`src/bpu_settings.svh`:
```
`ifndef BPU_SETTINGS_SVH
`define BPU_SETTINGS_SVH

// address and instruction width
`define BPU_XLEN 32

// global history length
`define BPU_HIST_WIDTH 16

// bimodal table indexed by pc[9:1]
`define BPU_BIMODAL_ENTRIES 512

// direct-mapped btb indexed by pc[7:2]
`define BPU_BTB_ENTRIES 64

// tag taken from the top pc bits
`define BPU_BTB_TAG_WIDTH 14

// return address stack entries
`define BPU_RAS_DEPTH 8

`endif

```
`src/bpu_pkg.sv`:
```
`include "bpu_settings.svh"

package bpu_pkg;

    typedef logic [`BPU_XLEN-1:0] addr_t;
    typedef logic [`BPU_XLEN-1:0] inst_t;
    typedef logic [`BPU_HIST_WIDTH-1:0] hist_t;
    typedef logic [1:0] ctr_t;
    typedef logic [`BPU_BTB_TAG_WIDTH-1:0] btb_tag_t;
    // occupancy count one bit wider than a stack index
    typedef logic [$clog2(`BPU_RAS_DEPTH):0] ras_ptr_t;

    typedef enum logic [2:0] {
        CLS_NONE,
        CLS_BRANCH,
        CLS_JAL,
        CLS_JALR,
        CLS_RET
    } insn_class_t;

    function automatic insn_class_t classify(inst_t inst);
        insn_class_t cls;
        cls = CLS_NONE;
        if (inst[6:0] == 7'b1100011) begin
            cls = CLS_BRANCH;
        end else if (inst[6:0] == 7'b1101111) begin
            cls = CLS_JAL;
        end else if (inst[6:0] == 7'b1100111) begin
            // jalr x0, 0(ra) is the return idiom
            if (inst[11:7] == 5'd0 && inst[19:15] == 5'd1) begin
                cls = CLS_RET;
            end else begin
                cls = CLS_JALR;
            end
        end
        return cls;
    endfunction

    function automatic logic is_call(inst_t inst);
        insn_class_t cls;
        cls = classify(inst);
        return (cls == CLS_JAL) || (cls == CLS_JALR && inst[11:7] != 5'd0);
    endfunction

    function automatic addr_t branch_offset(inst_t inst);
        return {{(`BPU_XLEN-12){inst[31]}}, inst[7], inst[30:25], inst[11:8], 1'b0};
    endfunction

    function automatic addr_t jal_offset(inst_t inst);
        return {{(`BPU_XLEN-20){inst[31]}}, inst[19:12], inst[20], inst[30:21], 1'b0};
    endfunction

endpackage

```
`src/bpu_ifc.sv`:
```
// resolved feedback from execute into the clocked structures
interface resolve_if (
    input logic clk,
    input logic rst
);
    logic                  commit;
    logic                  flush;
    logic                  taken;
    bpu_pkg::addr_t        pc;
    bpu_pkg::addr_t        target;
    bpu_pkg::insn_class_t  cls;
    logic                  call;
    bpu_pkg::hist_t        hist;

    modport drv (output commit, flush, taken, pc, target, cls, call, hist);
    modport sink (input clk, rst, commit, flush, taken, pc, target, cls, call, hist);
endinterface


```
`src/resolve_decode.sv`:
```
module resolve_decode (
    input  logic           if_stall_i,
    input  logic           flush_i,
    input  logic           ex_valid_i,
    input  logic           ex_stall_i,
    input  logic           ex_taken_i,
    input  bpu_pkg::addr_t ex_pc_i,
    input  bpu_pkg::addr_t ex_target_i,
    input  bpu_pkg::inst_t ex_inst_i,
    input  bpu_pkg::hist_t ex_history_i,
    resolve_if.drv         res_o
);

    // any stall or a flush holds back the update
    assign res_o.commit = ex_valid_i && !if_stall_i && !ex_stall_i && !flush_i;

    // flush only restores the history
    assign res_o.flush = flush_i;
    assign res_o.hist  = ex_history_i;

    assign res_o.taken  = ex_taken_i;
    assign res_o.pc     = ex_pc_i;
    assign res_o.target = ex_target_i;

    // class of the resolved instruction
    assign res_o.cls  = bpu_pkg::classify(ex_inst_i);
    assign res_o.call = bpu_pkg::is_call(ex_inst_i);

endmodule

```
`src/flat_wrapper.sv`:
```
// flat-port wrapper written by rule: the top's interface ports become plain ports
module resolve_decode_flat 
  (if_stall_i, flush_i, ex_valid_i, ex_stall_i, ex_taken_i, ex_pc_i, ex_target_i, ex_inst_i, ex_history_i, clk, rst, res_o_commit, res_o_flush, res_o_taken, res_o_pc, res_o_target, res_o_cls, res_o_call, res_o_hist);
  resolve_if res_o_i (.clk(clk), .rst(rst));
  input  logic if_stall_i;
  input  logic flush_i;
  input  logic ex_valid_i;
  input  logic ex_stall_i;
  input  logic ex_taken_i;
  input  bpu_pkg::addr_t ex_pc_i;
  input  bpu_pkg::addr_t ex_target_i;
  input  bpu_pkg::inst_t ex_inst_i;
  input  bpu_pkg::hist_t ex_history_i;
  input wire logic clk;
  input wire logic rst;
  output wire logic [$bits(res_o_i.commit)-1:0] res_o_commit;
  output wire logic [$bits(res_o_i.flush)-1:0] res_o_flush;
  output wire logic [$bits(res_o_i.taken)-1:0] res_o_taken;
  output wire logic [$bits(res_o_i.pc)-1:0] res_o_pc;
  output wire logic [$bits(res_o_i.target)-1:0] res_o_target;
  output wire logic [$bits(res_o_i.cls)-1:0] res_o_cls;
  output wire logic [$bits(res_o_i.call)-1:0] res_o_call;
  output wire logic [$bits(res_o_i.hist)-1:0] res_o_hist;
  assign res_o_commit = res_o_i.commit;
  assign res_o_flush = res_o_i.flush;
  assign res_o_taken = res_o_i.taken;
  assign res_o_pc = res_o_i.pc;
  assign res_o_target = res_o_i.target;
  assign res_o_cls = res_o_i.cls;
  assign res_o_call = res_o_i.call;
  assign res_o_hist = res_o_i.hist;
  resolve_decode u_core (.if_stall_i(if_stall_i), .flush_i(flush_i), .ex_valid_i(ex_valid_i), .ex_stall_i(ex_stall_i), .ex_taken_i(ex_taken_i), .ex_pc_i(ex_pc_i), .ex_target_i(ex_target_i), .ex_inst_i(ex_inst_i), .ex_history_i(ex_history_i), .res_o(res_o_i));
endmodule
```
`config.mk`:
```
export PLATFORM = sky130hd
export DESIGN_NAME = resolve_decode_flat
export DESIGN_NICKNAME = d
export VERILOG_FILES = /design/src/bpu_pkg.sv /design/src/bpu_ifc.sv /design/src/resolve_decode.sv /design/src/flat_wrapper.sv
export VERILOG_INCLUDE_DIRS = /design/src /design/src/src
export SDC_FILE = /design/constraint.sdc
export NUM_CORES = 1
export LEC_CHECK = 0
export BUFFER_PORTS_ARGS = -buffer_cell sky130_fd_sc_hd__buf_2
export CORE_AREA = 2 2 81 83
export DETAILED_ROUTE_END_ITERATION = 12
export DIE_AREA = 0 0 83 85
export PLACE_DENSITY_LB_ADDON = 0.25
export SLEW_MARGIN = 20
export SYNTH_ARGS = -nofsm -noshare
export SYNTH_HDL_FRONTEND = slang
export SYNTH_SLANG_ARGS = --single-unit
export TNS_END_PERCENT = 20
```
`constraint.sdc`:
```
create_clock -name vclk -period 1.9
set_input_delay 0 -clock vclk [all_inputs]
set_output_delay 0 -clock vclk [all_outputs]
set_load 0.02 [all_outputs]
```
After elaboration in Yosys (flattened, before gate mapping):

Index checks and enable logic that the tools add are counted.
W data, S select, Z words.

* register bits: 0
* ROM bits: 0
* bits in latches: 0
* memories: 0
* RAM bits: 0
* input port bits: 119
* word-level logic and storage cells: 21
* output and inout bits: 87

* shifts and indexed selects: 0
* div/mod/pow operators: 0
* eq/ne operators: 6
* $mul: 0
* magnitude comparators: 0
* mux-type cells: 4
* reductions and logical operators: 11
* add/sub/neg operators: 0
* bitwise logic cells: 0

Operators with widths (count)
* $eq A7 B7 Y1 const B: 3
* $mux W3: 4
* $eq A3 B2 Y1 const B: 2
* $eq A5 B1 Y1 const B: 1
* $logic_and A1 B1 Y1: 5
* $logic_not A5 Y1: 1
* $reduce_bool A5 Y1: 1
* $logic_not A1 Y1: 3
* $logic_or A1 B1 Y1: 1

Longest topological paths before layout:

* depth after elaboration: 9
* mapped depth: 3
* mapped depth without buffers: 3

Worst setup path after synthesis:

Ideal clock, no wire load.

* path type: input-to-output
* from: in ex_inst_i[18]
* to: out res_o_cls[2]
* required time: 1900 ps
* path slack: 735 ps
* arrival: 1165 ps
* stages: 3
* buffers on the path: 0
* path through: or4b_4 -> nor4_2 -> nor3b_2

* longest elaborated chain between the ends: 6

RTL lines
* start: declaration: line flat_wrapper.sv:12 `input bpu_pkg::inst_t ex_inst_i;`
* $eq A5 B1 Y1: line bpu_pkg.sv:30 `if (inst[11:7] == 5'd0 && inst[19:15] == 5'd1) begin`
* $logic_and A1 B1 Y1: line bpu_pkg.sv:30
* $mux W3: line bpu_pkg.sv:30
* $mux W3: line bpu_pkg.sv:28 `end else if (inst[6:0] == 7'b1100111) begin`
* $mux W3: line bpu_pkg.sv:26 `end else if (inst[6:0] == 7'b1101111) begin`
* $mux W3: line bpu_pkg.sv:24 `if (inst[6:0] == 7'b1100011) begin`
* end: declaration: line flat_wrapper.sv:21 `output wire logic [$bits(res_o_i.cls)-1:0] res_o_cls;`

No other way between the ends.

Worst setup path after layout:

Same ends and word-level chain as after synthesis.

==> flow_summary.yaml <==
die:
  die_h_um: 85
  fp-row-count: 29
  ios: 206
  start_util: 0.117
  coreArea_sq_um: 6200
  die_w_um: 83
  die_area_sq_um: 7060
critical_path:
  start_kind: "primary input"
  worstPathCellList: "buf_2 > or4b_4 > nor4_2 > nor3b_2 > buf_2"
  critical_path_arrival_ps: 1360
  crit_buf_inv: 2
  critical-path-slowest-cell: "or4b_4"
  worstPathRequired_ps: 1900
  critPathTopFamily: "simple AND/OR/NAND/NOR gates"
  timing.critical_path.mode_cell: "buf_2"
  critical_path_class: "in -> out"
  path_max_fanout: 2
  end_kind: "output port"
  cp_slowest_stage_delay_ps: 540
sta:
  relSlewSlack: 0.804
  setup_viol: 0
  rsz0062_at_grt: "false"
  period_needed_ps: 1360
  worst_slew_pin_slew_ps: 291
  final-hold-violation-count: 0
  maxSlewViolCount: 0
  fin_setup_tns_ps: 0
  period_share: 0.715
  fmax_mhz: 736
drt:
  routed_wl_um: 1020
  drt_iter0_markers: 3
  ant_nets: 0
  firstDrtPassIters: 2
  num_vias: 293
  routed_via_density: 2.46
  wl_per_cell_um: 8.55
  drcViolationCount: 0
layout:
  num_antenna_cells: 0
  design_area_sq_um: 340
  final_nets: 163
  layout-drive-gt1-share: 0.738
  area_growth_pct: -53.0
  seq_area_sq_um: 0
  fill_cells: 737
  seq_cells: 0
  clkbuf_count: 0
  multi_input_area_sq_um: 109
synthesis:
  syn-instance-count: 97
  yosysWarnings: 0
  syn_nets: 216
  synth.most_common_cell: "buf_4"
  yosys.area.top_type_share: 0.850
  avgSynthCellArea_sq_um: 7.47
  ys_types: 14
  synthTopCellsByArea: "buf_4 (85%), or4b_4 (1.9%), nor3b_2 (1.7%), nor4_2 (1.7%), or4_4 (1.6%)"
  syn_area_sq_um: 724
  synth_common_cells: "buf_4 (82), nor2_1 (2), nor3_1 (2)"
  yosysTopAreaCell: "buf_4"
  yosysSeqAreaShare: 0
grt:
  grt-ovfl-total: 0
  grt_pass1_vias: 297
  grt_use_total: 0.0230
  grt_max_degree: 4
  grt_pass1_wl_um: 1370
  antenna_found_initial: 0
clock_tree:
  postCtsSetupRepairBufs: 0
  postCtsHoldBufs: 0
  cts-resized-gates: 0
placement:
  port_buffers: 27
  place_area_sq_um: 340
  gp_congestion: 0.609
outcome:
  status: "finished, final reports clean"
power_and_ir_drop:
  cellPowerDensity_nw_per_um2: 103
  p_leak_nw: 0.142
  ir_drop_mv: 0.0211
job:
  cap_viol_max_count: 0
worst_hold_path:
  hp-class: "in -> out"
[where the power goes]
part / leakage [nW] / switching (mW) / internal, mW
Sequential: 0 / 0 / 0
Clock: 0 / 0 / 0
Combinational: 0.142 / 0.0140 / 0.0209
[through the flow]
step           instances  utilization  hold WS, ps  total power, mW  setup WS (ps)
3_3_place_gp         119       0.0548        0.137           0.0355            542
5_1_grt              119       0.0548       0.0264           0.0390            432
4_1_cts              119       0.0548        0.137           0.0358            537
2_1_floorplan         97            -         51.1            0.261            735
3_5_place_dp         119       0.0548        0.137           0.0357            537
6_report             119       0.0548      0.00883           0.0349            542
[final timing paths]
path / from / endpoint / slack, ps / cells past startpoint
setup / recovery: ex_inst_i[18] / res_o_cls[2] / 540 / 5
hold / removal: ex_target_i[25] / res_o_target[25] / 0.009 / 0
[layer usage]
layer	up-vias	wire length, um	track usage
li1	113	-	-
met1	120	255	0.0181
met2	36	412	0.0308
met3	24	252	0.0165
met4	0	96	0.0343
met5	-	0	0
[logic make-up (layout without fill, tap and decap cells)]
family	Yosys count	in the layout	share of synthesized area
buffers and inverters	82	27	0.850
AO/OA/AOI/OAI	1	1	0.00690
AND/OR/NAND/NOR	14	14	0.143
[cell type report]
type,count,area share
multi-input cells,15,0.320
well taps,77,0.283
repair buffers,27,0.397
[placed cells by master, fill, tap and decap left out]
cell and instances:
buf_2 27, nor3_1 2, nor2_1 2, nor2b_1 1, and3_1 1, nand2_1 1
or4b_4 1, or4_4 1, nand2b_1 1, nor4_2 1, nor3b_2 1, nand3_1 1
a21oi_1 1, nor4b_1 1
Power figures use the tool's default switching activity.
