[src/bpu_settings.svh]
`ifndef BPU_SETTINGS_SVH
`define BPU_SETTINGS_SVH

// address and instruction width
`define BPU_XLEN 32

// global history length
`define BPU_HIST_WIDTH 16

// bimodal table indexed by pc[9:1]
`define BPU_BIMODAL_ENTRIES 512

// direct-mapped btb indexed by pc[7:2]
`define BPU_BTB_ENTRIES 64

// tag taken from the top pc bits
`define BPU_BTB_TAG_WIDTH 14

// return address stack entries
`define BPU_RAS_DEPTH 8

`endif

[src/bpu_pkg.sv]
`include "bpu_settings.svh"

package bpu_pkg;

    typedef logic [`BPU_XLEN-1:0] addr_t;
    typedef logic [`BPU_XLEN-1:0] inst_t;
    typedef logic [`BPU_HIST_WIDTH-1:0] hist_t;
    typedef logic [1:0] ctr_t;
    typedef logic [`BPU_BTB_TAG_WIDTH-1:0] btb_tag_t;
    // occupancy count one bit wider than a stack index
    typedef logic [$clog2(`BPU_RAS_DEPTH):0] ras_ptr_t;

    typedef enum logic [2:0] {
        CLS_NONE,
        CLS_BRANCH,
        CLS_JAL,
        CLS_JALR,
        CLS_RET
    } insn_class_t;

    function automatic insn_class_t classify(inst_t inst);
        insn_class_t cls;
        cls = CLS_NONE;
        if (inst[6:0] == 7'b1100011) begin
            cls = CLS_BRANCH;
        end else if (inst[6:0] == 7'b1101111) begin
            cls = CLS_JAL;
        end else if (inst[6:0] == 7'b1100111) begin
            // jalr x0, 0(ra) is the return idiom
            if (inst[11:7] == 5'd0 && inst[19:15] == 5'd1) begin
                cls = CLS_RET;
            end else begin
                cls = CLS_JALR;
            end
        end
        return cls;
    endfunction

    function automatic logic is_call(inst_t inst);
        insn_class_t cls;
        cls = classify(inst);
        return (cls == CLS_JAL) || (cls == CLS_JALR && inst[11:7] != 5'd0);
    endfunction

    function automatic addr_t branch_offset(inst_t inst);
        return {{(`BPU_XLEN-12){inst[31]}}, inst[7], inst[30:25], inst[11:8], 1'b0};
    endfunction

    function automatic addr_t jal_offset(inst_t inst);
        return {{(`BPU_XLEN-20){inst[31]}}, inst[19:12], inst[20], inst[30:21], 1'b0};
    endfunction

endpackage

[src/bpu_ifc.sv]
// resolved feedback from execute into the clocked structures
interface resolve_if (
    input logic clk,
    input logic rst
);
    logic                  commit;
    logic                  flush;
    logic                  taken;
    bpu_pkg::addr_t        pc;
    bpu_pkg::addr_t        target;
    bpu_pkg::insn_class_t  cls;
    logic                  call;
    bpu_pkg::hist_t        hist;

    modport drv (output commit, flush, taken, pc, target, cls, call, hist);
    modport sink (input clk, rst, commit, flush, taken, pc, target, cls, call, hist);
endinterface

// fetch-side lookup with answers combinational from pc
interface lookup_if;
    bpu_pkg::addr_t pc;
    logic           btb_hit;
    bpu_pkg::addr_t btb_target;
    logic           ctr_taken;
    logic           ras_valid;
    bpu_pkg::addr_t ras_top;

    modport req (output pc, input btb_hit, btb_target, ctr_taken, ras_valid, ras_top);
    modport btb (input pc, output btb_hit, btb_target);
    modport dir (input pc, output ctr_taken);
    modport ras (output ras_valid, ras_top);
endinterface

[src/return_stack.sv]
`include "bpu_settings.svh"

module return_stack (
    resolve_if.sink res_i,
    lookup_if.ras   look_io
);

    localparam int IDX_W = $clog2(`BPU_RAS_DEPTH);
    localparam bpu_pkg::ras_ptr_t RAS_FULL = bpu_pkg::ras_ptr_t'(`BPU_RAS_DEPTH);

    bpu_pkg::addr_t    stack_mem [`BPU_RAS_DEPTH];
    bpu_pkg::ras_ptr_t count_q;
    bpu_pkg::ras_ptr_t top_ptr;

    logic             push;
    logic             pop;
    logic             full;
    logic [IDX_W-1:0] wr_idx;
    logic [IDX_W-1:0] rd_idx;

    assign push = res_i.commit && res_i.call;
    // return on an empty stack is ignored
    assign pop  = res_i.commit && (res_i.cls == bpu_pkg::CLS_RET) && (count_q != '0);
    assign full = (count_q == RAS_FULL);

    // a full count has zero low bits and so wraps to entry 0
    assign wr_idx = count_q[IDX_W-1:0];

    always_ff @(posedge res_i.clk) begin
        if (res_i.rst) begin
            count_q <= '0;
        end else if (push) begin
            count_q <= full ? bpu_pkg::ras_ptr_t'(1) : count_q + 1'b1;
        end else if (pop) begin
            count_q <= count_q - 1'b1;
        end
    end

    always_ff @(posedge res_i.clk) begin
        if (push) begin
            stack_mem[wr_idx] <= res_i.pc + bpu_pkg::addr_t'(4);
        end
    end

    // top of stack sits at count - 1
    assign top_ptr = count_q - 1'b1;
    assign rd_idx  = top_ptr[IDX_W-1:0];

    assign look_io.ras_valid = (count_q != '0);
    assign look_io.ras_top   = stack_mem[rd_idx];

endmodule

[src/flat_wrapper.sv]
// flat-port wrapper written by rule: the top's interface ports become plain ports
module return_stack_flat 
  (clk, rst, res_i_commit, res_i_flush, res_i_taken, res_i_pc, res_i_target, res_i_cls, res_i_call, res_i_hist, look_io_ras_valid, look_io_ras_top);
  resolve_if res_i_i (.clk(clk), .rst(rst));
  lookup_if look_io_i ();
  input wire logic clk;
  input wire logic rst;
  input wire logic [$bits(res_i_i.commit)-1:0] res_i_commit;
  input wire logic [$bits(res_i_i.flush)-1:0] res_i_flush;
  input wire logic [$bits(res_i_i.taken)-1:0] res_i_taken;
  input wire logic [$bits(res_i_i.pc)-1:0] res_i_pc;
  input wire logic [$bits(res_i_i.target)-1:0] res_i_target;
  input wire logic [$bits(res_i_i.cls)-1:0] res_i_cls;
  input wire logic [$bits(res_i_i.call)-1:0] res_i_call;
  input wire logic [$bits(res_i_i.hist)-1:0] res_i_hist;
  output wire logic [$bits(look_io_i.ras_valid)-1:0] look_io_ras_valid;
  output wire logic [$bits(look_io_i.ras_top)-1:0] look_io_ras_top;
  assign res_i_i.commit = res_i_commit;
  assign res_i_i.flush = res_i_flush;
  assign res_i_i.taken = res_i_taken;
  assign res_i_i.pc = res_i_pc;
  assign res_i_i.target = res_i_target;
  assign res_i_i.cls = res_i_cls;
  assign res_i_i.call = res_i_call;
  assign res_i_i.hist = res_i_hist;
  assign look_io_ras_valid = look_io_i.ras_valid;
  assign look_io_ras_top = look_io_i.ras_top;
  return_stack u_core (.res_i(res_i_i), .look_io(look_io_i));
endmodule
[config.mk]
export PLATFORM = sky130hd
export DESIGN_NAME = return_stack_flat
export DESIGN_NICKNAME = d
export VERILOG_FILES = /design/src/bpu_pkg.sv /design/src/bpu_ifc.sv /design/src/return_stack.sv /design/src/flat_wrapper.sv
export VERILOG_INCLUDE_DIRS = /design/src /design/src/src
export SDC_FILE = /design/constraint.sdc
export NUM_CORES = 1
export LEC_CHECK = 0
export BUFFER_PORTS_ARGS = -buffer_cell sky130_fd_sc_hd__buf_2
export CORE_ASPECT_RATIO = 1.1
export CORE_MARGIN = 1
export CORE_UTILIZATION = 40
export CTS_BUF_LIST = sky130_fd_sc_hd__clkbuf_2
export DETAILED_ROUTE_END_ITERATION = 10
export GPL_ROUTABILITY_DRIVEN = 0
export HOLD_SLACK_MARGIN = 0.12
export MAX_ROUTING_LAYER = met4
export PLACE_DENSITY = 0.56
export SKIP_LAST_GASP = 1
export SYNTH_ARGS = -nofsm -noshare
export SYNTH_HDL_FRONTEND = slang
export SYNTH_SLANG_ARGS = --single-unit
[constraint.sdc]
create_clock -name clk -period 7.2 [get_ports clk]
set_clock_uncertainty 0.2 [all_clocks]
set_input_delay 1.08 -clock clk [delete_from_list [all_inputs] [get_ports clk]]
set_output_delay 1.08 -clock clk [all_outputs]
set_load 0.005 [all_outputs]
## Yosys cells after proc, flatten, opt, wreduce, memory -nomap -nowiden

Memories as Yosys holds them, arrays and structs flattened.
Index checks and enable logic that the tools add are counted.
Widths: inputs -> output; s select.

- Reductions and logical operators: 5
- Mux-type cells: 5
- Add/sub/neg operators: 3
- Equal/unequal tests: 2

Operators with widths:

| cell | number |
|---|---|
| $add 32x3->32 const B | 1 |
| $mux 4 | 3 |
| $add 4x1->4 const B | 1 |
| $eq 4x4->1 const B | 1 |
| $reduce_bool 4->1 | 1 |
| $sub 4x1->4 const B | 1 |
| $eq 3x3->1 const B | 1 |
| $logic_and 1x1->1 | 3 |
| $mux 1 | 2 |
| $reduce_bool 2->1 | 1 |

- Memories kept: 1
- Output and inout bits: 33
- Logic and storage cells: 17
- Bits in writable memories: 256
- Input bits: 89
- Register bits after elaboration: 4

Memories:

| memory | words | width | rd ports | clocked after Yosys merged registers in | wr ports | RTL line | source |
|---|---|---|---|---|---|---|---|
| u_core.stack_mem | 8 | 32 | 1 | 0 | 1 | return_stack.sv:11 | `` bpu_pkg::addr_t stack_mem [`BPU_RAS_DEPTH]; `` |

## Logic depth before layout (Yosys ltp)

- Depth after elaboration: 5
- Depth in mapped cells: 8
- Gate-level depth less buffers: 6

## Worst setup path before layout

OpenSTA, ideal clock, no wires.

- Path type: in2reg
- Start point: in res_i_commit
- End point: mem u_core.stack_mem[0][0] (netlist name) (enable)
- Library setup time: 0.501 ns
- Arrival: 4.298 ns
- Setup slack: 2.201 ns
- Stages: 2
- Path buffers: 0
- Data required time: 6.499 ns
- Cells stage by stage: nand2_1 > nor4_1

- Word-level cells in the longest chain between the ends: 3

Ends and longest elaborated chain:

| what | RTL line | source |
|---|---|---|
| from (decl) | flat_wrapper.sv:8 | `input wire logic [$bits(res_i_i.commit)-1:0] res_i_commit;` |
| $logic_and 1x1->1 | return_stack.sv:21 | `assign push = res_i.commit && res_i.call;` |
| $mux 1 | return_stack.sv:40 | `if (push) begin` |
| $mux 1 (not written as such) | return_stack.sv:41 | `stack_mem[wr_idx] <= res_i.pc + bpu_pkg::addr_t'(4);` |
| to (decl) | return_stack.sv:11 |  |

Every way passes these cells.

## Worst setup path after layout

- Start point: reg u_core.count_q[0]
- End point: out look_io_ras_top[11]

- Word-level cells in the longest chain between the ends: 2

Ends and longest elaborated chain:

| what | RTL line | source |
|---|---|---|
| from (decl) | return_stack.sv:12 | `bpu_pkg::ras_ptr_t count_q;` |
| from (signal assigned) | return_stack.sv:33 | `count_q <= full ? bpu_pkg::ras_ptr_t'(1) : count_q + 1'b1;` |
| from (signal assigned) | return_stack.sv:35 | `count_q <= count_q - 1'b1;` |
| $sub 4x1->4 | -- |  |
| $mem_v2 8x32 | -- |  |
| to (decl) | flat_wrapper.sv:17 | `output wire logic [$bits(look_io_i.ras_top)-1:0] look_io_ras_top;` |

Every way passes these cells.

==> metrics.txt <==
run status=finished clean; die width=157 microns; Post-CTS Hold Buffers=0; pin count of the biggest net entering global routing=39; met3 Use GR=3.08%; crit path DAT=4240 ps; die height=between 150 and 200 microns; Routed Antenna Nets=0; Final min period=around 5500 ps; RSZ-0062 raised after global routing=false; Ports=122; Post-Syn Area=10600 sq um; CP Cell Sequence=inv_1 > ha_2 > buf_4 > mux4_2 > mux2_2 > buf_2; buffers added on ports=a little over 70; count of cell types in the netlist=38; Via Count=about 5300; Cell Rows=between 60 and 70; clock root cell=clkbuf_2; slowest CP cell=ha_2; DRC viols=0; area delta synth->final=13.9%; Resized cells post-CTS=0; Clock transition at path regs=110 ps; layout cells sized above 1=42.5%; met2 global-route usage=30.0%; Hold Startpoint=rst; Synth Register Bits=260; core area=26000 sq um; number of global-route vias before repair=5642; Starting Density=40.6%; f_max=0.181 GHz; syn_area_per_cell=between 20 and 25 sq um; most common cell after layout, fill and taps aside=edfxtp_1; CTS tree=yes; H-Tree Depth=2; initial antenna violation count=1; maximum vdd drop=0.134 mV; Setup crit end kind=output port; first-pass GRT wire length=32600 microns; Final setup viols=0; worst path required time=roughly 5900 ps; Tot Pwr=2.92 mW; DP HPWL=around 12000 microns; Min-Delay Path Class=input port to register; startpoint types=register; Synth Instances=510; Clock Sinks=260; Seq/Total Area, Yosys=73.6%; crit path from=u_core.count_q[0]; buffers inserted by post-CTS timing repair=0; Max Slew Vio Count=0; clk buf depth=3; Congestion Overflow GR=0; Setup CP Type=register to output port; final worst path period share=76.6%; R2R Setup Slk=approximately 4300 ps; wire per inst=20.8 microns; Die Area=approximately 27000 sq um; CTS Buf Count=61; final setup TNS=0 ps; final net count=between 700 and 800; max cap viols=0; Fin. Hold Viols=0; GRT Total Usage=approximately 17%; CP Max Fanout=35; PwrDens=243 nW/um^2; Starting DRT DRC Count=283; Largest stage delay, worst path=980 ps; syn nets=602; synth warn=0; actual slew at the worst max-slew pin=905 ps; Top delay family on crit path=adder cells; Lkg Pwr=3.93 nW; routing usage on met1=between 20% and 30%; Worst-Skew Late Latency=860 ps; First-pass DRT Iterations=4; max_slew headroom=39.7%; CP Buf/Inv Count=3; GR peak layer=met2; RR Startpoint=u_core.count_q[0]; vias per inst=5.12; total wire length=21700 microns; most frequent cells in the layout=edfxtp_1 (256), clkbuf_2 (88), buf_2 (71)
==> final timing paths <==
check | end | depth (start not counted)
max reg2reg | u_core.stack_mem[3][21] | 3
max | look_io_ras_top[11] | 6
min | u_core.count_q[2] | 2
min reg2reg | u_core.count_q[0] | 2
==> logic make-up after synthesis <==
kind of cell / after synthesis / share of synthesized area [%]
DFF: 260 / 73.6
muxes: 97 / 17.2
and+or+nand+nor: 86 / 4.81
xor gates and xnor gates: 29 / 2.41
buffers and inverters: 24 / 0.996
AOI/OAI and AO/OA: 11 / 0.652
adders and majority gates: 3 / 0.356
==> Yosys cell counts (all sizes together) <==
library cell	number	area share [%]
or2	1	0.083
xnor2	17	1.4
nor3	11	0.52
a21oi	2	0.095
inv	5	0.18
nand4	9	0.68
nor4	5	0.50
buf	12	0.57
or3b	1	0.083
xor2	12	1.0
nand2	18	0.64
nor3b	1	0.071
o21ai	2	0.095
and3	5	0.30
and4	4	0.34
or3	1	0.059
nand4bb	1	0.11
clkbuf	7	0.25
nor2b	1	0.059
ha	3	0.36
or4	1	0.11
nand2b	1	0.059
and2	1	0.059
edfxtp	256	73
dfxtp	4	0.76
nor4bb	1	0.095
nand3	13	0.66
nor2	11	0.39
mux2	33	3.5
o211ai	2	0.14
a31oi	4	0.24
o32ai	1	0.083
mux4	64	14
==> area by class of cell <==
cell class                 count  area, sq um
multi-input combinational    226         2750
tap                          352          440
antenna                        1         2.50
clock inverter                25          153
clock buffer                  88          440
fill                        2268        14000
sequential                   260         7770
inverter                       5         18.8
timing repair buffer          83          445
==> layer usage <==
layer  vias to the layer above  share of wire, %
li1                       2406                 -
met1                      2756                41
met2                       121                53
met3                        39               4.1
met4                         0               1.8
met5                         -                 0
==> registers in the layout (all words and copies together), names as in the netlist <==
register	count
u_core.stack_mem	256
u_core.count_q	4
==> metrics by stage <==
stage,hold WS (ps),cell area [sq um],setup slack (ps),cells,util (%)
after CTS,133,12000,1460,1039,46.3
final,233,12000,1680,1040,46.3
after floorplan,290,10600,2200,510,-
after global routing,150,12000,1320,1040,46.3
after detailed placement,339,11400,2440,926,44.0
after global placement,333,11400,2440,926,44.0
==> where the power goes <==
part           internal (mW)  switching [mW]
sequential              1.68          0.0123
clock                  0.403           0.562
combinational          0.127           0.135
(Power assumes the default switching activity.)
