### src/bpu_settings.svh
`ifndef BPU_SETTINGS_SVH
`define BPU_SETTINGS_SVH

// address and instruction width
`define BPU_XLEN 32

// global history length
`define BPU_HIST_WIDTH 16

// bimodal table indexed by pc[9:1]
`define BPU_BIMODAL_ENTRIES 512

// direct-mapped btb indexed by pc[7:2]
`define BPU_BTB_ENTRIES 64

// tag taken from the top pc bits
`define BPU_BTB_TAG_WIDTH 14

// return address stack entries
`define BPU_RAS_DEPTH 8

`endif

### src/bpu_pkg.sv
`include "bpu_settings.svh"

package bpu_pkg;

    typedef logic [`BPU_XLEN-1:0] addr_t;
    typedef logic [`BPU_XLEN-1:0] inst_t;
    typedef logic [`BPU_HIST_WIDTH-1:0] hist_t;
    typedef logic [1:0] ctr_t;
    typedef logic [`BPU_BTB_TAG_WIDTH-1:0] btb_tag_t;
    // occupancy count one bit wider than a stack index
    typedef logic [$clog2(`BPU_RAS_DEPTH):0] ras_ptr_t;

    typedef enum logic [2:0] {
        CLS_NONE,
        CLS_BRANCH,
        CLS_JAL,
        CLS_JALR,
        CLS_RET
    } insn_class_t;

    function automatic insn_class_t classify(inst_t inst);
        insn_class_t cls;
        cls = CLS_NONE;
        if (inst[6:0] == 7'b1100011) begin
            cls = CLS_BRANCH;
        end else if (inst[6:0] == 7'b1101111) begin
            cls = CLS_JAL;
        end else if (inst[6:0] == 7'b1100111) begin
            // jalr x0, 0(ra) is the return idiom
            if (inst[11:7] == 5'd0 && inst[19:15] == 5'd1) begin
                cls = CLS_RET;
            end else begin
                cls = CLS_JALR;
            end
        end
        return cls;
    endfunction

    function automatic logic is_call(inst_t inst);
        insn_class_t cls;
        cls = classify(inst);
        return (cls == CLS_JAL) || (cls == CLS_JALR && inst[11:7] != 5'd0);
    endfunction

    function automatic addr_t branch_offset(inst_t inst);
        return {{(`BPU_XLEN-12){inst[31]}}, inst[7], inst[30:25], inst[11:8], 1'b0};
    endfunction

    function automatic addr_t jal_offset(inst_t inst);
        return {{(`BPU_XLEN-20){inst[31]}}, inst[19:12], inst[20], inst[30:21], 1'b0};
    endfunction

endpackage

### src/bpu_ifc.sv
// resolved feedback from execute into the clocked structures
interface resolve_if (
    input logic clk,
    input logic rst
);
    logic                  commit;
    logic                  flush;
    logic                  taken;
    bpu_pkg::addr_t        pc;
    bpu_pkg::addr_t        target;
    bpu_pkg::insn_class_t  cls;
    logic                  call;
    bpu_pkg::hist_t        hist;

    modport drv (output commit, flush, taken, pc, target, cls, call, hist);
    modport sink (input clk, rst, commit, flush, taken, pc, target, cls, call, hist);
endinterface

// fetch-side lookup with answers combinational from pc
interface lookup_if;
    bpu_pkg::addr_t pc;
    logic           btb_hit;
    bpu_pkg::addr_t btb_target;
    logic           ctr_taken;
    logic           ras_valid;
    bpu_pkg::addr_t ras_top;

    modport req (output pc, input btb_hit, btb_target, ctr_taken, ras_valid, ras_top);
    modport btb (input pc, output btb_hit, btb_target);
    modport dir (input pc, output ctr_taken);
    modport ras (output ras_valid, ras_top);
endinterface

### src/direction_predictor.sv
`include "bpu_settings.svh"

module direction_predictor (
    resolve_if.sink        res_i,
    lookup_if.dir          look_io,
    output bpu_pkg::hist_t history_o
);

    localparam int IDX_W = $clog2(`BPU_BIMODAL_ENTRIES);

    bpu_pkg::ctr_t  ctr_q [`BPU_BIMODAL_ENTRIES];
    bpu_pkg::hist_t hist_q;

    logic [IDX_W-1:0] rd_idx;
    logic [IDX_W-1:0] wr_idx;
    logic             br_commit;
    bpu_pkg::ctr_t    ctr_cur;
    bpu_pkg::ctr_t    ctr_next;

    // halfword index so compressed code spreads too
    assign rd_idx = look_io.pc[IDX_W:1];
    assign wr_idx = res_i.pc[IDX_W:1];

    assign br_commit = res_i.commit && (res_i.cls == bpu_pkg::CLS_BRANCH);

    // saturating step toward the outcome
    assign ctr_cur = ctr_q[wr_idx];
    always_comb begin
        ctr_next = ctr_cur;
        if (res_i.taken && ctr_cur != 2'b11) begin
            ctr_next = ctr_cur + 2'b01;
        end else if (!res_i.taken && ctr_cur != 2'b00) begin
            ctr_next = ctr_cur - 2'b01;
        end
    end

    always_ff @(posedge res_i.clk) begin
        if (res_i.rst) begin
            // weakly not taken
            for (int i = 0; i < `BPU_BIMODAL_ENTRIES; i++) begin
                ctr_q[i] <= 2'b01;
            end
        end else if (br_commit) begin
            ctr_q[wr_idx] <= ctr_next;
        end
    end

    // flush restore wins over a shift
    always_ff @(posedge res_i.clk) begin
        if (res_i.rst) begin
            hist_q <= '0;
        end else if (res_i.flush) begin
            hist_q <= res_i.hist;
        end else if (br_commit) begin
            hist_q <= {hist_q[`BPU_HIST_WIDTH-2:0], res_i.taken};
        end
    end

    assign look_io.ctr_taken = ctr_q[rd_idx][1];
    assign history_o         = hist_q;

endmodule

### src/flat_wrapper.sv
// flat-port wrapper written by rule: the top's interface ports become plain ports
module direction_predictor_flat 
  (history_o, clk, rst, res_i_commit, res_i_flush, res_i_taken, res_i_pc, res_i_target, res_i_cls, res_i_call, res_i_hist, look_io_pc, look_io_ctr_taken);
  resolve_if res_i_i (.clk(clk), .rst(rst));
  lookup_if look_io_i ();
  output bpu_pkg::hist_t history_o;
  input wire logic clk;
  input wire logic rst;
  input wire logic [$bits(res_i_i.commit)-1:0] res_i_commit;
  input wire logic [$bits(res_i_i.flush)-1:0] res_i_flush;
  input wire logic [$bits(res_i_i.taken)-1:0] res_i_taken;
  input wire logic [$bits(res_i_i.pc)-1:0] res_i_pc;
  input wire logic [$bits(res_i_i.target)-1:0] res_i_target;
  input wire logic [$bits(res_i_i.cls)-1:0] res_i_cls;
  input wire logic [$bits(res_i_i.call)-1:0] res_i_call;
  input wire logic [$bits(res_i_i.hist)-1:0] res_i_hist;
  input wire logic [$bits(look_io_i.pc)-1:0] look_io_pc;
  output wire logic [$bits(look_io_i.ctr_taken)-1:0] look_io_ctr_taken;
  assign res_i_i.commit = res_i_commit;
  assign res_i_i.flush = res_i_flush;
  assign res_i_i.taken = res_i_taken;
  assign res_i_i.pc = res_i_pc;
  assign res_i_i.target = res_i_target;
  assign res_i_i.cls = res_i_cls;
  assign res_i_i.call = res_i_call;
  assign res_i_i.hist = res_i_hist;
  assign look_io_i.pc = look_io_pc;
  assign look_io_ctr_taken = look_io_i.ctr_taken;
  direction_predictor u_core (.res_i(res_i_i), .look_io(look_io_i), .history_o(history_o));
endmodule
### config.mk
export PLATFORM = sky130hd
export DESIGN_NAME = direction_predictor_flat
export DESIGN_NICKNAME = d
export VERILOG_FILES = /design/src/bpu_pkg.sv /design/src/bpu_ifc.sv /design/src/direction_predictor.sv /design/src/flat_wrapper.sv
export VERILOG_INCLUDE_DIRS = /design/src /design/src/src
export SDC_FILE = /design/constraint.sdc
export NUM_CORES = 2
export LEC_CHECK = 0
export ABC_CLOCK_PERIOD_IN_PS = 8000
export BUFFER_PORTS_ARGS = -buffer_cell sky130_fd_sc_hd__buf_2
export CORE_UTILIZATION = 65
export CTS_CLUSTER_SIZE = 20
export DETAILED_ROUTE_END_ITERATION = 8
export HOLD_SLACK_MARGIN = 0.1
export PLACE_DENSITY = 0.87
export SKIP_LAST_GASP = 1
export SLEW_MARGIN = 20
export SYNTH_ARGS = -nofsm -noshare
export SYNTH_HDL_FRONTEND = slang
export SYNTH_SLANG_ARGS = --single-unit
### constraint.sdc
create_clock -name clk -period 8 [get_ports clk]
set_clock_uncertainty 0.2 [all_clocks]
set_input_delay 0 -clock clk [delete_from_list [all_inputs] [get_ports clk]]
set_output_delay 0 -clock clk [all_outputs]
set_load 0.05 [all_outputs]
=== Word level (Yosys, flattened, before mapping) ===
Memories as Yosys holds them, arrays and structs flattened.
Index checks and enable logic that the tools add are counted.

* $add $sub $neg: 2
* Equality and inequality tests: 2
* Muxes and demuxes: 12
* Reductions and logical operators: 7

{| class="wikitable"
|+ Operators by type and width
! kind !! count
|-
| $mux W16 || 2
|-
| $mux W9 || 1
|-
| $mux W1 || 6
|-
| $mux W2 || 3
|-
| $reduce_bool A2 Y1 || 2
|-
| $eq A3 B1 Y1 const B || 1
|-
| $logic_and A1 B1 Y1 || 3
|-
| $add A2 B1 Y2 const B || 1
|-
| $ne A2 B2 Y1 const B || 1
|-
| $reduce_or A2 Y1 || 1
|-
| $sub A2 B1 Y2 const B || 1
|-
| $logic_not A1 Y1 || 1
|}

* Register bits after elaboration: 16
* Memory bits (writable): 1024
* Input bits: 121
* Memories: 1

{| class="wikitable"
|+ Memories
! memory !! words !! width !! read ports !! clocked after memory_dff !! wr ports !! line !! text
|-
| u_core.ctr_q || 512 || 2 || 2 || 0 || 512 || direction_predictor.sv:11 || <nowiki>bpu_pkg::ctr_t ctr_q [`BPU_BIMODAL_ENTRIES];</nowiki>
|}

=== Depth between registers and ports, before layout ===
* Depth in word-level cells: 7
* Gate-level depth with buffers: 20

=== Least setup slack after synthesis ===
OpenSTA, ideal clock, no wires.

* Kind: in2reg
* From: in res_i_pc[2]
* To: mem u_core.ctr_q[10][0] (netlist bit), data pin
* Library setup time: 274 ps
* Arrival: 3700 ps
* Data required time: 7526 ps
* Setup slack: 3826 ps
* Stages on the path: 16
* Cells stage by stage: buf_2 > buf_2 > buf_1 > buf_2 > mux4_2 > a22o_1 > a32oi_1 > o211ai_1 > nor4b_1 > nand4_1 > ha_1 > mux2i_1 > xor2_1 > buf_2 > buf_2 > nand3_1

{| class="wikitable"
|+ RTL lines
! what !! line !! text
|-
| start, declared || flat_wrapper.sv:12 || <nowiki>input wire logic [$bits(res_i_i.pc)-1:0] res_i_pc;</nowiki>
|-
| end, declared || direction_predictor.sv:11 ||
|}

==> impl_results.md <==
* Crit Path Category: input port to flop
* Via count at 43452
* Slowest CP cell: buf_4
* Clk sink count at 1040
* Flop pwr share at 47.2%
* I/O pin count at 138
* Cell internal pwr at 9.33 mW
* Critical path peak fanout at 46
* Hold Path Class: input port to flop
* DR pass1 iterations at 9
* Post-synthesis net count at 4856
* Synth area leader: edfxtp_1
* Fin area at 61100 µm²
* Critical path buffers and inverters at 6
* Gr ovfl total at 0
* Clock transition at the registers of the reported paths at 60 ps
* # H-tree levels at 3
* DR WL/cell at 30.2 µm
* Fin Setup TNS at 0 ps
* Yosys reg bits at 1040
* Longest Clk Path Bufs at 3
* Port buffer count at 58
* Final period util at 84.4%
* R2R cell count at 12
* Yosys top cell area share at 54.5%
* Fin util at 71.4%
* Starting Density at 66.0%
* Clk network pwr share at 37.7%
* Post-CTS setup buffers at 0
* Min-delay src: res_i_pc[9]
* Worst-Margin Slew at 1220 ps
* RSZ-0062 raised after global routing: no
* Syn. warnings at 0
* Syn-to-layout area delta at 8.30%
* Initial antenna violation count at 12
* Dpl cell area at 57000 µm²
* Seq. cell area at 31100 µm²
* Core outline area at 85500 µm²
* Total CTS buffers at 107
* Max Freq at 148 MHz
* Detailed-route DRC error count at 11
* Combinational Power Share at 15.1%
* Hold slack at 209 ps
* Placement row count at 107
* Req. time, crit path at 8180 ps
* Post-synth EDFFs at 1024
* Post-DP HPWL at 97700 µm
* Startpoint Class: input port
* WL final at 173000 µm
* Placer congestion estimate at 0.963
* Sw Share at 28.1%
* Max Cap Violations at 0
* Syn Inst Count at 4733
* Syn Area/Cell at 11.9 µm²
* R2R Path End: u_core.ctr_q[268][0]
* Post-synthesis sequential area ratio at 55.1%
* Slew Viols, Final at 0
* Leakage at 18.9 nW
* Cell Pwr Density at 212 nW/µm²
* Hold Crit Depth at 4
* Multi-input logic area at 23200 µm²
* Die area at 88000 µm²
* Post-route ant nets at 0
* Post-layout min period at 6750 ps
* Die H at 297 µm
* Initial DRC Count at 7970
* Crit-path leading delay family: buffers and inverters
* R2r startpoint: u_core.ctr_q[346][1]
* Largest net degree at the start of global routing at 234
* Worst Path Arrival at 6930 ps
* Status: finished with violations
* Final-layout fill cell count at 5134
* VDD IR-drop max at 0.269 mV
* Die Wd at 297 µm
* Synthesized area at 56400 µm²
* Later-pin clock latency in the skew report at 710 ps
* Failing checks: design-rule violations
* Setup slack on the worst flop-to-flop path at 2310 ps
* Most area-consuming cells after synthesis: edfxtp_1, mux4_2, nand2b_1, nand3_1, a21oi_1
* Slew margin rel. at 18.4%
* Switching pwr at 3.65 mW
* Vias/cell at 7.57
* CP Capture Type: flop
* CP cell instances: dlygate4sd3_1 > buf_2 > buf_4 > and2_2 > buf_4 > a22oi_1 > nand3_1 > a41oi_1 > a2111oi_0 > nor4b_2 > nand4_1 > ha_1 > mux2i_1 > xor2_4 > buf_12 > buf_12 > nand3_1
* Final #Nets at 4619
* First-pass GRT wire length at 254000 µm
* Root Buffer: clkbuf_16
* WHS Endpoint: u_core.ctr_q[164][0]
* Share of cells above drive strength 1 at 14.9%
* Worst path max stage delay at 770 ps
* Synth Flop Type: edfxtp_1
* Vias in the first global route at 42078
* Final setup viols at 0
* CTS tree: done
* Final hold viol count at 0
* Synth unique cells at 55
* Synth async-reset ratio at 0%
* Gr usage total at 39.2%
area by class of cell:
class	instances	area share (%)
flip-flops and latches	1040	50.8
inverters	6	0.0369
multi-input cells	3113	37.9
well taps	1144	2.34
clock buffers	134	4.62
repair buffers	228	3.41
clock inverters	63	0.837
diodes	9	0.0369
Yosys cell counts (3+ instances only):
master    number
a31oi_1        9
a211oi_1       4
a221oi_1      10
clkbuf_1     330
o211ai_1       4
nor3b_1        3
nor4_1         5
inv_1          6
or3b_2         5
and3b_1        3
nand3b_1       8
a22o_1        11
a311oi_1       7
mux4_2       313
nand4_1        5
a21oi_1      555
o22ai_1       17
dfxtp_1       16
nor3_1        11
nand3_1      572
and2_1         9
mux2i_1      246
and3_1         6
o21ai_0        4
nand2b_1     516
nor2b_1        9
nor2_1        86
a41oi_1        5
buf_2        194
buf_4         27
nand2_1      550
buf_1         21
edfxtp_1    1024
a22oi_1      111
cell usage in the layout, fill, tap and decap left out, types with 9 or more instances in the layout:
cell type and count:
a31oi_1 9, mux4_2 313, nand3_1 572, dfxtp_1 16, o22ai_1 17, buf_4 78
clkinv_1 33, nor2_4 23, a21oi_1 555, clkbuf_1 25, nand2b_1 516, clkbuf_16 109
diode_2 9, a22oi_1 111, nor2_2 21, a221oi_1 10, edfxtp_1 1024, mux2i_1 246
a22o_1 11, nor2_1 42, nand2_1 550, buf_12 24, clkinv_2 18, dlygate4sd3_1 68
buf_2 53
worst min-delay path, cell delays in order:
cell	delay, ps
buf_2	340
or3b_2	350
nor2_4	190
nand3_1	100
through the flow:
stage               power [mW]  cells  setup WS [ps]
detailed placement        8.06   5462           1650
floorplan                 7.52   4733           3830
global route              13.2   5728           1380
CTS                       12.8   5727           1720
global placement          8.03   5462           1780
finish                    13.0   5737           1250
timing repair:
item	4_1_cts	5_1_grt
hold buffers	68	0
resized for setup	0	0
hold endpoints to repair	240	0
routing by layer:
metal,wire [µm],vias to the layer above,GRT usage [%]
li1,-,17274,-
met1,51800,20663,47.0
met3,29300,1093,14.1
met2,76700,4400,58.8
met4,15100,22,28.6
met5,226,-,0.887
sequential cells by signal, indices dropped and copies added, names as in the netlist:
signal            count
u_core.ctr_q       1024
u_core.history_o     16
power by group through the flow:
stage | sequential [mW] | clock, mW | combinational (mW)
finish | 6.13 | 4.90 | 1.96
global route | 6.13 | 5.05 | 1.99
CTS | 6.12 | 4.84 | 1.86
detailed placement | 6.24 | 0 | 1.82
global placement | 6.23 | 0 | 1.80
floorplan | 6.23 | 0 | 1.30
logic make-up after synthesis:
| logic type | Yosys count | share of synthesized area (%) |
|---|---|---|
| compound gates | 751 | 7.57 |
| xor+xnor | 1 | 0.0155 |
| fa+ha+maj | 2 | 0.0443 |
| buf+inv | 580 | 4.49 |
| flops | 1040 | 55.1 |
| mux | 561 | 16.9 |
| simple gates | 1798 | 15.9 |
how the worst max path moves through the flow:
stage,from,endpoint,slack (ps),cells past startpoint
2_1_floorplan,res_i_pc[2],u_core.ctr_q[10][0],3830,16
3_3_place_gp,res_i_pc[1],u_core.ctr_q[424][0],1780,14
3_5_place_dp,res_i_pc[2],u_core.ctr_q[392][0],1650,15
4_1_cts,res_i_pc[4],u_core.ctr_q[268][0],1720,17
5_1_grt,res_i_pc[4],u_core.ctr_q[141][0],1380,17
6_report,res_i_pc[4],u_core.ctr_q[268][0],1250,17
No activity file was read; power rests on OpenSTA's default activity.
