[config.mk]
export PLATFORM = sky130hd
export DESIGN_NAME = target_buffer_flat
export DESIGN_NICKNAME = d
export VERILOG_FILES = /design/src/bpu_pkg.sv /design/src/bpu_ifc.sv /design/src/target_buffer.sv /design/src/flat_wrapper.sv
export VERILOG_INCLUDE_DIRS = /design/src /design/src/src
export SDC_FILE = /design/constraint.sdc
export NUM_CORES = 2
export LEC_CHECK = 0
export BUFFER_PORTS_ARGS = -buffer_cell sky130_fd_sc_hd__clkbuf_2
export CAP_MARGIN = 20
export CORE_ASPECT_RATIO = 1.5
export CORE_MARGIN = 2
export CORE_UTILIZATION = 25
export CTS_CLUSTER_SIZE = 25
export DETAILED_ROUTE_END_ITERATION = 10
export GPL_TIMING_DRIVEN = 0
export PLACE_DENSITY = 0.38
export REMOVE_ABC_BUFFERS = 1
export SLEW_MARGIN = 20
export SYNTH_ARGS = -nofsm -noshare
export SYNTH_HDL_FRONTEND = slang
export SYNTH_SLANG_ARGS = --single-unit
export TNS_END_PERCENT = 20
[constraint.sdc]
create_clock -name clk -period 7.5 [get_ports clk]
set_input_delay 1.5 -clock clk [delete_from_list [all_inputs] [get_ports clk]]
set_output_delay 1.5 -clock clk [all_outputs]
set_load 0.01 [all_outputs]
[src/bpu_settings.svh]
`ifndef BPU_SETTINGS_SVH
`define BPU_SETTINGS_SVH

// address and instruction width
`define BPU_XLEN 32

// global history length
`define BPU_HIST_WIDTH 16

// bimodal table indexed by pc[9:1]
`define BPU_BIMODAL_ENTRIES 512

// direct-mapped btb indexed by pc[7:2]
`define BPU_BTB_ENTRIES 64

// tag taken from the top pc bits
`define BPU_BTB_TAG_WIDTH 14

// return address stack entries
`define BPU_RAS_DEPTH 8

`endif

[src/bpu_pkg.sv]
`include "bpu_settings.svh"

package bpu_pkg;

    typedef logic [`BPU_XLEN-1:0] addr_t;
    typedef logic [`BPU_XLEN-1:0] inst_t;
    typedef logic [`BPU_HIST_WIDTH-1:0] hist_t;
    typedef logic [1:0] ctr_t;
    typedef logic [`BPU_BTB_TAG_WIDTH-1:0] btb_tag_t;
    // occupancy count one bit wider than a stack index
    typedef logic [$clog2(`BPU_RAS_DEPTH):0] ras_ptr_t;

    typedef enum logic [2:0] {
        CLS_NONE,
        CLS_BRANCH,
        CLS_JAL,
        CLS_JALR,
        CLS_RET
    } insn_class_t;

    function automatic insn_class_t classify(inst_t inst);
        insn_class_t cls;
        cls = CLS_NONE;
        if (inst[6:0] == 7'b1100011) begin
            cls = CLS_BRANCH;
        end else if (inst[6:0] == 7'b1101111) begin
            cls = CLS_JAL;
        end else if (inst[6:0] == 7'b1100111) begin
            // jalr x0, 0(ra) is the return idiom
            if (inst[11:7] == 5'd0 && inst[19:15] == 5'd1) begin
                cls = CLS_RET;
            end else begin
                cls = CLS_JALR;
            end
        end
        return cls;
    endfunction

    function automatic logic is_call(inst_t inst);
        insn_class_t cls;
        cls = classify(inst);
        return (cls == CLS_JAL) || (cls == CLS_JALR && inst[11:7] != 5'd0);
    endfunction

    function automatic addr_t branch_offset(inst_t inst);
        return {{(`BPU_XLEN-12){inst[31]}}, inst[7], inst[30:25], inst[11:8], 1'b0};
    endfunction

    function automatic addr_t jal_offset(inst_t inst);
        return {{(`BPU_XLEN-20){inst[31]}}, inst[19:12], inst[20], inst[30:21], 1'b0};
    endfunction

endpackage

[src/bpu_ifc.sv]
// resolved feedback from execute into the clocked structures
interface resolve_if (
    input logic clk,
    input logic rst
);
    logic                  commit;
    logic                  flush;
    logic                  taken;
    bpu_pkg::addr_t        pc;
    bpu_pkg::addr_t        target;
    bpu_pkg::insn_class_t  cls;
    logic                  call;
    bpu_pkg::hist_t        hist;

    modport drv (output commit, flush, taken, pc, target, cls, call, hist);
    modport sink (input clk, rst, commit, flush, taken, pc, target, cls, call, hist);
endinterface

// fetch-side lookup with answers combinational from pc
interface lookup_if;
    bpu_pkg::addr_t pc;
    logic           btb_hit;
    bpu_pkg::addr_t btb_target;
    logic           ctr_taken;
    logic           ras_valid;
    bpu_pkg::addr_t ras_top;

    modport req (output pc, input btb_hit, btb_target, ctr_taken, ras_valid, ras_top);
    modport btb (input pc, output btb_hit, btb_target);
    modport dir (input pc, output ctr_taken);
    modport ras (output ras_valid, ras_top);
endinterface

[src/target_buffer.sv]
`include "bpu_settings.svh"

module target_buffer (
    resolve_if.sink res_i,
    lookup_if.btb   look_io
);

    localparam int IDX_W = $clog2(`BPU_BTB_ENTRIES);

    logic [`BPU_BTB_ENTRIES-1:0] valid_q;
    bpu_pkg::btb_tag_t           tag_mem    [`BPU_BTB_ENTRIES];
    bpu_pkg::addr_t              target_mem [`BPU_BTB_ENTRIES];

    logic [IDX_W-1:0]  wr_idx;
    logic [IDX_W-1:0]  rd_idx;
    bpu_pkg::btb_tag_t wr_tag;
    bpu_pkg::btb_tag_t rd_tag;
    logic              wr_en;

    // word index and a tag from the top bits
    assign rd_idx = look_io.pc[IDX_W+1:2];
    assign rd_tag = look_io.pc[`BPU_XLEN-1 -: `BPU_BTB_TAG_WIDTH];
    assign wr_idx = res_i.pc[IDX_W+1:2];
    assign wr_tag = res_i.pc[`BPU_XLEN-1 -: `BPU_BTB_TAG_WIDTH];

    // only taken control transfers allocate
    assign wr_en = res_i.commit && res_i.taken && (res_i.cls != bpu_pkg::CLS_NONE);

    always_ff @(posedge res_i.clk) begin
        if (res_i.rst) begin
            valid_q <= '0;
        end else if (wr_en) begin
            valid_q[wr_idx] <= 1'b1;
        end
    end

    always_ff @(posedge res_i.clk) begin
        if (wr_en) begin
            tag_mem[wr_idx]    <= wr_tag;
            target_mem[wr_idx] <= res_i.target;
        end
    end

    assign look_io.btb_hit    = valid_q[rd_idx] && (tag_mem[rd_idx] == rd_tag);
    assign look_io.btb_target = target_mem[rd_idx];

endmodule

[src/flat_wrapper.sv]
// flat-port wrapper written by rule: the top's interface ports become plain ports
module target_buffer_flat 
  (clk, rst, res_i_commit, res_i_flush, res_i_taken, res_i_pc, res_i_target, res_i_cls, res_i_call, res_i_hist, look_io_pc, look_io_btb_hit, look_io_btb_target);
  resolve_if res_i_i (.clk(clk), .rst(rst));
  lookup_if look_io_i ();
  input wire logic clk;
  input wire logic rst;
  input wire logic [$bits(res_i_i.commit)-1:0] res_i_commit;
  input wire logic [$bits(res_i_i.flush)-1:0] res_i_flush;
  input wire logic [$bits(res_i_i.taken)-1:0] res_i_taken;
  input wire logic [$bits(res_i_i.pc)-1:0] res_i_pc;
  input wire logic [$bits(res_i_i.target)-1:0] res_i_target;
  input wire logic [$bits(res_i_i.cls)-1:0] res_i_cls;
  input wire logic [$bits(res_i_i.call)-1:0] res_i_call;
  input wire logic [$bits(res_i_i.hist)-1:0] res_i_hist;
  input wire logic [$bits(look_io_i.pc)-1:0] look_io_pc;
  output wire logic [$bits(look_io_i.btb_hit)-1:0] look_io_btb_hit;
  output wire logic [$bits(look_io_i.btb_target)-1:0] look_io_btb_target;
  assign res_i_i.commit = res_i_commit;
  assign res_i_i.flush = res_i_flush;
  assign res_i_i.taken = res_i_taken;
  assign res_i_i.pc = res_i_pc;
  assign res_i_i.target = res_i_target;
  assign res_i_i.cls = res_i_cls;
  assign res_i_i.call = res_i_call;
  assign res_i_i.hist = res_i_hist;
  assign look_io_i.pc = look_io_pc;
  assign look_io_btb_hit = look_io_i.btb_hit;
  assign look_io_btb_target = look_io_i.btb_target;
  target_buffer u_core (.res_i(res_i_i), .look_io(look_io_i));
endmodule
=== Word-level counts from Yosys, hierarchy flattened ===
Memory sizes are Yosys's and may differ from the RTL's.
Index checks and enable logic that the tools add are counted.

* Muxes and demuxes: 6
* Equality and inequality tests: 1
* Magnitude comparators: 3
* Reduce and logical (&&, ||, !) cells: 5
* Bitwise operators: 1

{| class="wikitable"
|+ Operator list
! kind !! count
|-
| 64-bit OR || 1
|-
| 14-bit equality test || 1
|-
| 6-bit by 7-bit less-than comparator with 1-bit output (second input constant) || 2
|-
| 1-bit binary-select mux with 6-bit select || 1
|-
| 1-bit demux with 6-bit select || 1
|-
| 6-bit by 1-bit >= comparator with 1-bit output (second input constant) || 1
|-
| 1-bit logical AND || 4
|-
| 1-bit 2-to-1 mux || 4
|-
| 3-bit nonzero test || 1
|}

* Output and inout port bits: 33
* Memories: 2
* Logic and storage cells: 19
* Memory bits (writable): 2944
* Input port bits: 121
* Register bits after elaboration: 64

{| class="wikitable"
|+ Memories
! name !! words !! bits a word !! read ports !! clocked after memory_dff !! wr ports !! line !! source
|-
| u_core.target_mem || 64 || 32 || 1 || 0 || 1 || target_buffer.sv:12 || <nowiki>bpu_pkg::addr_t target_mem [`BPU_BTB_ENTRIES];</nowiki>
|-
| u_core.tag_mem || 64 || 14 || 1 || 0 || 1 || target_buffer.sv:11 || <nowiki>bpu_pkg::btb_tag_t tag_mem [`BPU_BTB_ENTRIES];</nowiki>
|}

=== Logic depth before layout (Yosys ltp) ===
* Word-level depth: 5
* Gate-level depth with buffers: 14
* Gate-level depth less buffers: 8

=== Worst setup path after synthesis ===
No wires, ideal clock.

* Path type: input -> output
* Start point: input port look_io_pc[3]
* End point: output port look_io_btb_hit
* Arrival time: 3906 ps
* Stages on the path: 11
* Slack: 2094 ps
* Data required time: 6000 ps
* Path through: buf_2 -> buf_2 -> buf_2 -> buf_1 -> mux4_2 -> a22oi_1 -> o32ai_1 -> nor4_1 -> xor2_1 -> nand4_1 -> nor4_2

* Longest elaborated chain between the ends: 3
* Elaborated cells on any way between the ends: 5

{| class="wikitable"
|+ Ends and longest elaborated chain
! element !! line !! source
|-
| from (decl) || flat_wrapper.sv:16 || <nowiki>input wire logic [$bits(look_io_i.pc)-1:0] look_io_pc;</nowiki>
|-
| memory 64 x 14 bit / 1-bit binary-select mux with 6-bit select (equally long branches) || -- ||
|-
| 14-bit equality test / 1-bit 2-to-1 mux (equally long branches) || target_buffer.sv:44 || <nowiki>assign look_io.btb_hit = valid_q[rd_idx] && (tag_mem[rd_idx] == rd_tag);</nowiki>
|-
| 1-bit logical AND (*) || target_buffer.sv:44 ||
|-
| to (decl) || flat_wrapper.sv:17 || <nowiki>output wire logic [$bits(look_io_i.btb_hit)-1:0] look_io_btb_hit;</nowiki>
|}

Every way passes the cells marked *; elsewhere a longest branch is shown, timed or not. The select of a mux whose other input is x is not followed.

=== Final worst setup path ===
* Start point: input port look_io_pc[4]
* End point: output port look_io_btb_hit

Same word-level chain as after synthesis.

==> impl_results.rst <==
.. list-table::
   :header-rows: 1

   * - Metric
     - Value
   * - Status
     - complete, no violations
   * - Minimum setup slack among reg-to-reg paths
     - 6.86 ns
   * - Gate count after technology mapping
     - 4864
   * - Routed wire length
     - 390900 µm
   * - Final period demand of the worst path
     - 7.417 ns
   * - Stage delay of the slowest cell on the critical path
     - 0.46 ns
   * - Max-cap violations
     - 0
   * - EDFF count, synth
     - 2944
   * - Fin Clk Skew
     - 0 ns
   * - Remaining Overflow, GRT
     - 0
   * - Synthesized area per cell
     - 23.56 µm²
   * - Vias in the first global route
     - 58380
   * - Cell occurring most often along the worst timing path
     - sky130_fd_sc_hd__buf_16
   * - Routability congestion estimate
     - 0.6729
   * - Critical-path cell with the highest stage delay
     - sky130_fd_sc_hd__o21ai_0
   * - Number of placed instances, taps included
     - 11200
   * - Post-synth top area cell
     - sky130_fd_sc_hd__edfxtp_1
   * - Latest clock arrival within the worst-skew pair
     - 0.89 ns
   * - Detailed-route DRC error count
     - 0
   * - Placement-stage worst setup slack
     - -1.469 ns
   * - Worst flop-to-flop path endpoint
     - u_core.valid_q[31]
   * - Classification of the worst-slack hold path
     - register to register
   * - Post-synthesis cell type count
     - 57
   * - Placed wire-length estimate after detailed placement
     - 257800 µm
   * - VDD IR-drop max
     - 196.2 µV
   * - Number of port buffers
     - 111
   * - Die width
     - 556.8 µm
   * - Setup repair after global routing missed its margin
     - no
   * - Sequential area share after synthesis
     - 0.7826
   * - Worst slew margin relative to its limit
     - 0.2665
   * - Die footprint
     - 0.4639 mm²
   * - Final Max Slew Viols
     - 0
   * - Data arrival at the endpoint of the critical path
     - 5.92 ns
   * - Routed WL per cell
     - 33.27 µm
   * - Post-layout net count
     - 5527
   * - Via count
     - 55250
   * - Post-layout instance area
     - 0.1406 mm²
   * - TritonCTS clock tree
     - yes
   * - Type of element launching the critical path
     - primary input
   * - Post-synth design cell area
     - 0.1146 mm²
   * - Pin count of the biggest net entering global routing
     - 66
   * - Total leakage power
     - 43.13 nW
   * - Maximum operating frequency
     - 0.1348 GHz
   * - Synth-to-layout area growth
     - 22.71%
   * - CTS root buf
     - sky130_fd_sc_hd__clkbuf_16
   * - Wire length of the first global-routing pass
     - 523800 µm
   * - Post-layout util
     - 0.3078
   * - Crit path max-delay family
     - buffers and inverters
   * - Proportion of layout cells with a drive suffix above 1
     - 0.3314
   * - CTS clock-pin slew for the worst setup and hold paths
     - 0.06 ns
   * - Top cells by area in the synthesized netlist
     - sky130_fd_sc_hd__edfxtp_1 77%, sky130_fd_sc_hd__mux4_2 17%, sky130_fd_sc_hd__dfxtp_1 1.1%
   * - Beginning of the critical path
     - look_io_pc[4]
   * - Starting density of the core
     - 0.2509
   * - Overall die height
     - 833.2 µm
   * - Standard-cell row count
     - 304
   * - Critical path buffers and inverters
     - 5
   * - Iteration count of the initial detailed-routing pass
     - 6
   * - Critical path class
     - primary input to output port
   * - Antenna-violating nets left
     - 0
   * - Number of buffers inserted during clock tree synthesis
     - 295
   * - Critical register-to-register path startpoint
     - u_core.valid_q[31]
   * - Worst setup path end
     - look_io_btb_hit
   * - Share of flip-flops with an asynchronous set or reset
     - 0
   * - Final cell count without fillers
     - 11750
   * - Share of the clock period used by the worst path
     - 0.9889
   * - WP depth
     - 13
   * - CP endpoint kind
     - output port
   * - Setup TNS
     - 0 ns
   * - Share of Yosys cell area claimed by the top area cell type
     - 0.7715
   * - Critical path data required time
     - 6.00 ns
   * - Initial antenna violation count
     - 37
   * - Flops & latches, synth
     - 3008
   * - Total of warnings raised by yosys
     - 0
   * - Slew at the pin with the worst max-slew slack
     - 1.100 ns
   * - Number of design-rule violations left by the first detailed-router iteration
     - 5556
   * - Combined global-route utilization of all metal layers
     - 0.1659
   * - Power Density
     - 248.2 mW/mm²
   * - CTS Sinks
     - 3008
   * - Most used DFF post-synth
     - sky130_fd_sc_hd__edfxtp_1
   * - H-Tree Depth
     - 5
   * - Post-DR vias/cell
     - 4.702
   * - Cell-by-cell listing of the critical path
     - clkbuf_8, buf_16, buf_16, nand2b_2, buf_16, o221ai_1, a21oi_1, o21ai_0, o211ai_1, xor2_1, nand4_1, nor4_4, clkbuf_2
   * - Max Buffers Root-to-Sink
     - 4
   * - Area of placed instances
     - 0.1307 mm²
   * - Crit path max fanout
     - 59
   * - Total of endpoints with negative setup slack in the final report
     - 0
   * - Register-to-Register Path Depth
     - 1
   * - Core outline area
     - 0.4568 mm²
   * - Setup WS post-layout
     - 0.08343 ns
   * - Total I/O pin count
     - 154
   * - Final hold vios
     - 0
==> cells in the mapped netlist (all sizes together), types with 5 or more instances <==
master  count
o21ai      15
and3       15
a31oi      21
nand4      14
a22oi      21
nand2b      8
mux2       10
nor2      195
o211ai      5
mux4      853
xor2       10
dfxtp      64
nand3      20
edfxtp   2944
o221ai     35
a21oi      27
o22ai      26
nand2     111
mux2i     110
nor2b      15
nor3       19
buf       156
clkbuf    101
o21ba      10
==> power by group <==
group | switching [mW] | internal [mW] | total, mW
clock network | 6.50 | 8.14 | 14.6
logic | 1.03 | 0.718 | 1.75
registers | 0.0125 | 18.5 | 18.5
total | 7.54 | 27.4 | 34.9
==> tightest hold or removal path, cell delays in order, from the launching register on <==
cell and delay [ns]:
sky130_fd_sc_hd__dfxtp_1 0.32, sky130_fd_sc_hd__nor2_1 0.04, sky130_fd_sc_hd__nor2_1 0.07
==> placed cells by master (no fill, tap or decap), drive strengths merged, types with 4 or more instances in the layout <==
cell,netlist,final
xor2,10,10
mux2i,110,110
nand3,20,20
buf,156,420
a31oi,21,21
or2,4,4
and2,4,4
mux2,10,10
nand4,14,14
diode,0,8
nand3b,4,4
clkbuf,101,440
o22ai,26,26
dfxtp,64,64
o211ai,5,5
nor2,195,195
o21ai,15,15
a221oi,4,4
nor3,19,19
o221ai,35,35
a21oi,27,27
a22oi,21,21
clkinv,2,111
clkinvlp,0,5
nor2b,15,15
bufbuf,0,15
nand2,111,111
edfxtp,2944,2944
bufinv,0,18
and3,15,15
mux4,853,853
nand2b,8,8
o21ba,10,10
inv,4,11
==> how the worst min path moves through the flow <==
stage,cells after the start,slack [ns],end,startpoint
5_1_grt,2,0.49,u_core.valid_q[35],u_core.valid_q[35]
2_1_floorplan,2,0.43,u_core.valid_q[18],u_core.valid_q[18]
4_1_cts,2,0.47,u_core.valid_q[49],u_core.valid_q[49]
6_report,2,0.47,u_core.valid_q[49],u_core.valid_q[49]
3_3_place_gp,2,0.44,u_core.valid_q[22],u_core.valid_q[22]
3_5_place_dp,2,0.45,u_core.valid_q[49],u_core.valid_q[49]
==> layout make-up <==
type / instances / area [µm²]
sequential: 3008 / 89690
clock inverter: 139 / 1171
fill: 43500 / 316200
timing repair buffer: 502 / 9812
clock buffer: 373 / 7961
multi-input combinational: 1593 / 24270
inverter: 6 / 47.55
antenna: 8 / 20.02
tap: 6120 / 7657
==> through the flow <==
stage	power, mW	hold WS (ns)
final	34.90	0.4664
after floorplan	19.60	0.4346
after CTS	35.38	0.4682
after detailed placement	20.62	0.4535
after global placement	21.82	0.4442
after global routing	35.96	0.4899
==> what timing repair did <==
| item | 4_1_cts | 5_1_grt |
|---|---|---|
| gates cloned | 15 | 3 |
| buffers inserted | 0 | 13 |
| hold buffers | 0 | 0 |
| gates resized for setup | 10 | 4 |
| pin swaps | 3 | 3 |
| endpoints found under the setup margin | 10 | 1 |
==> layer usage <==
layer / global-route usage / part of all wire / vias up
met2: 0.2913 / 0.51 / 1484
li1: - / - / 21920
met3: 0.02202 / 0.044 / 485
met4: 0.04005 / 0.025 / 20
met5: 0 / 0.00032 / -
met1: 0.2158 / 0.42 / 31340
==> cell families after synthesis <==
kind of cell / Yosys count / synth area share
XOR/XNOR: 13 / 0.0009936
AO/OA/AOI/OAI: 189 / 0.01182
flip-flops: 3008 / 0.7826
multiplexers: 973 / 0.1782
buffers and inverters: 263 / 0.01043
AND/OR/NAND/NOR: 418 / 0.01589
==> state kept, by name, summed over array words and instances (netlist names) <==
name               cells
u_core.tag_mem       896
u_core.valid_q        64
u_core.target_mem   2048
(Power assumes the default switching activity.)
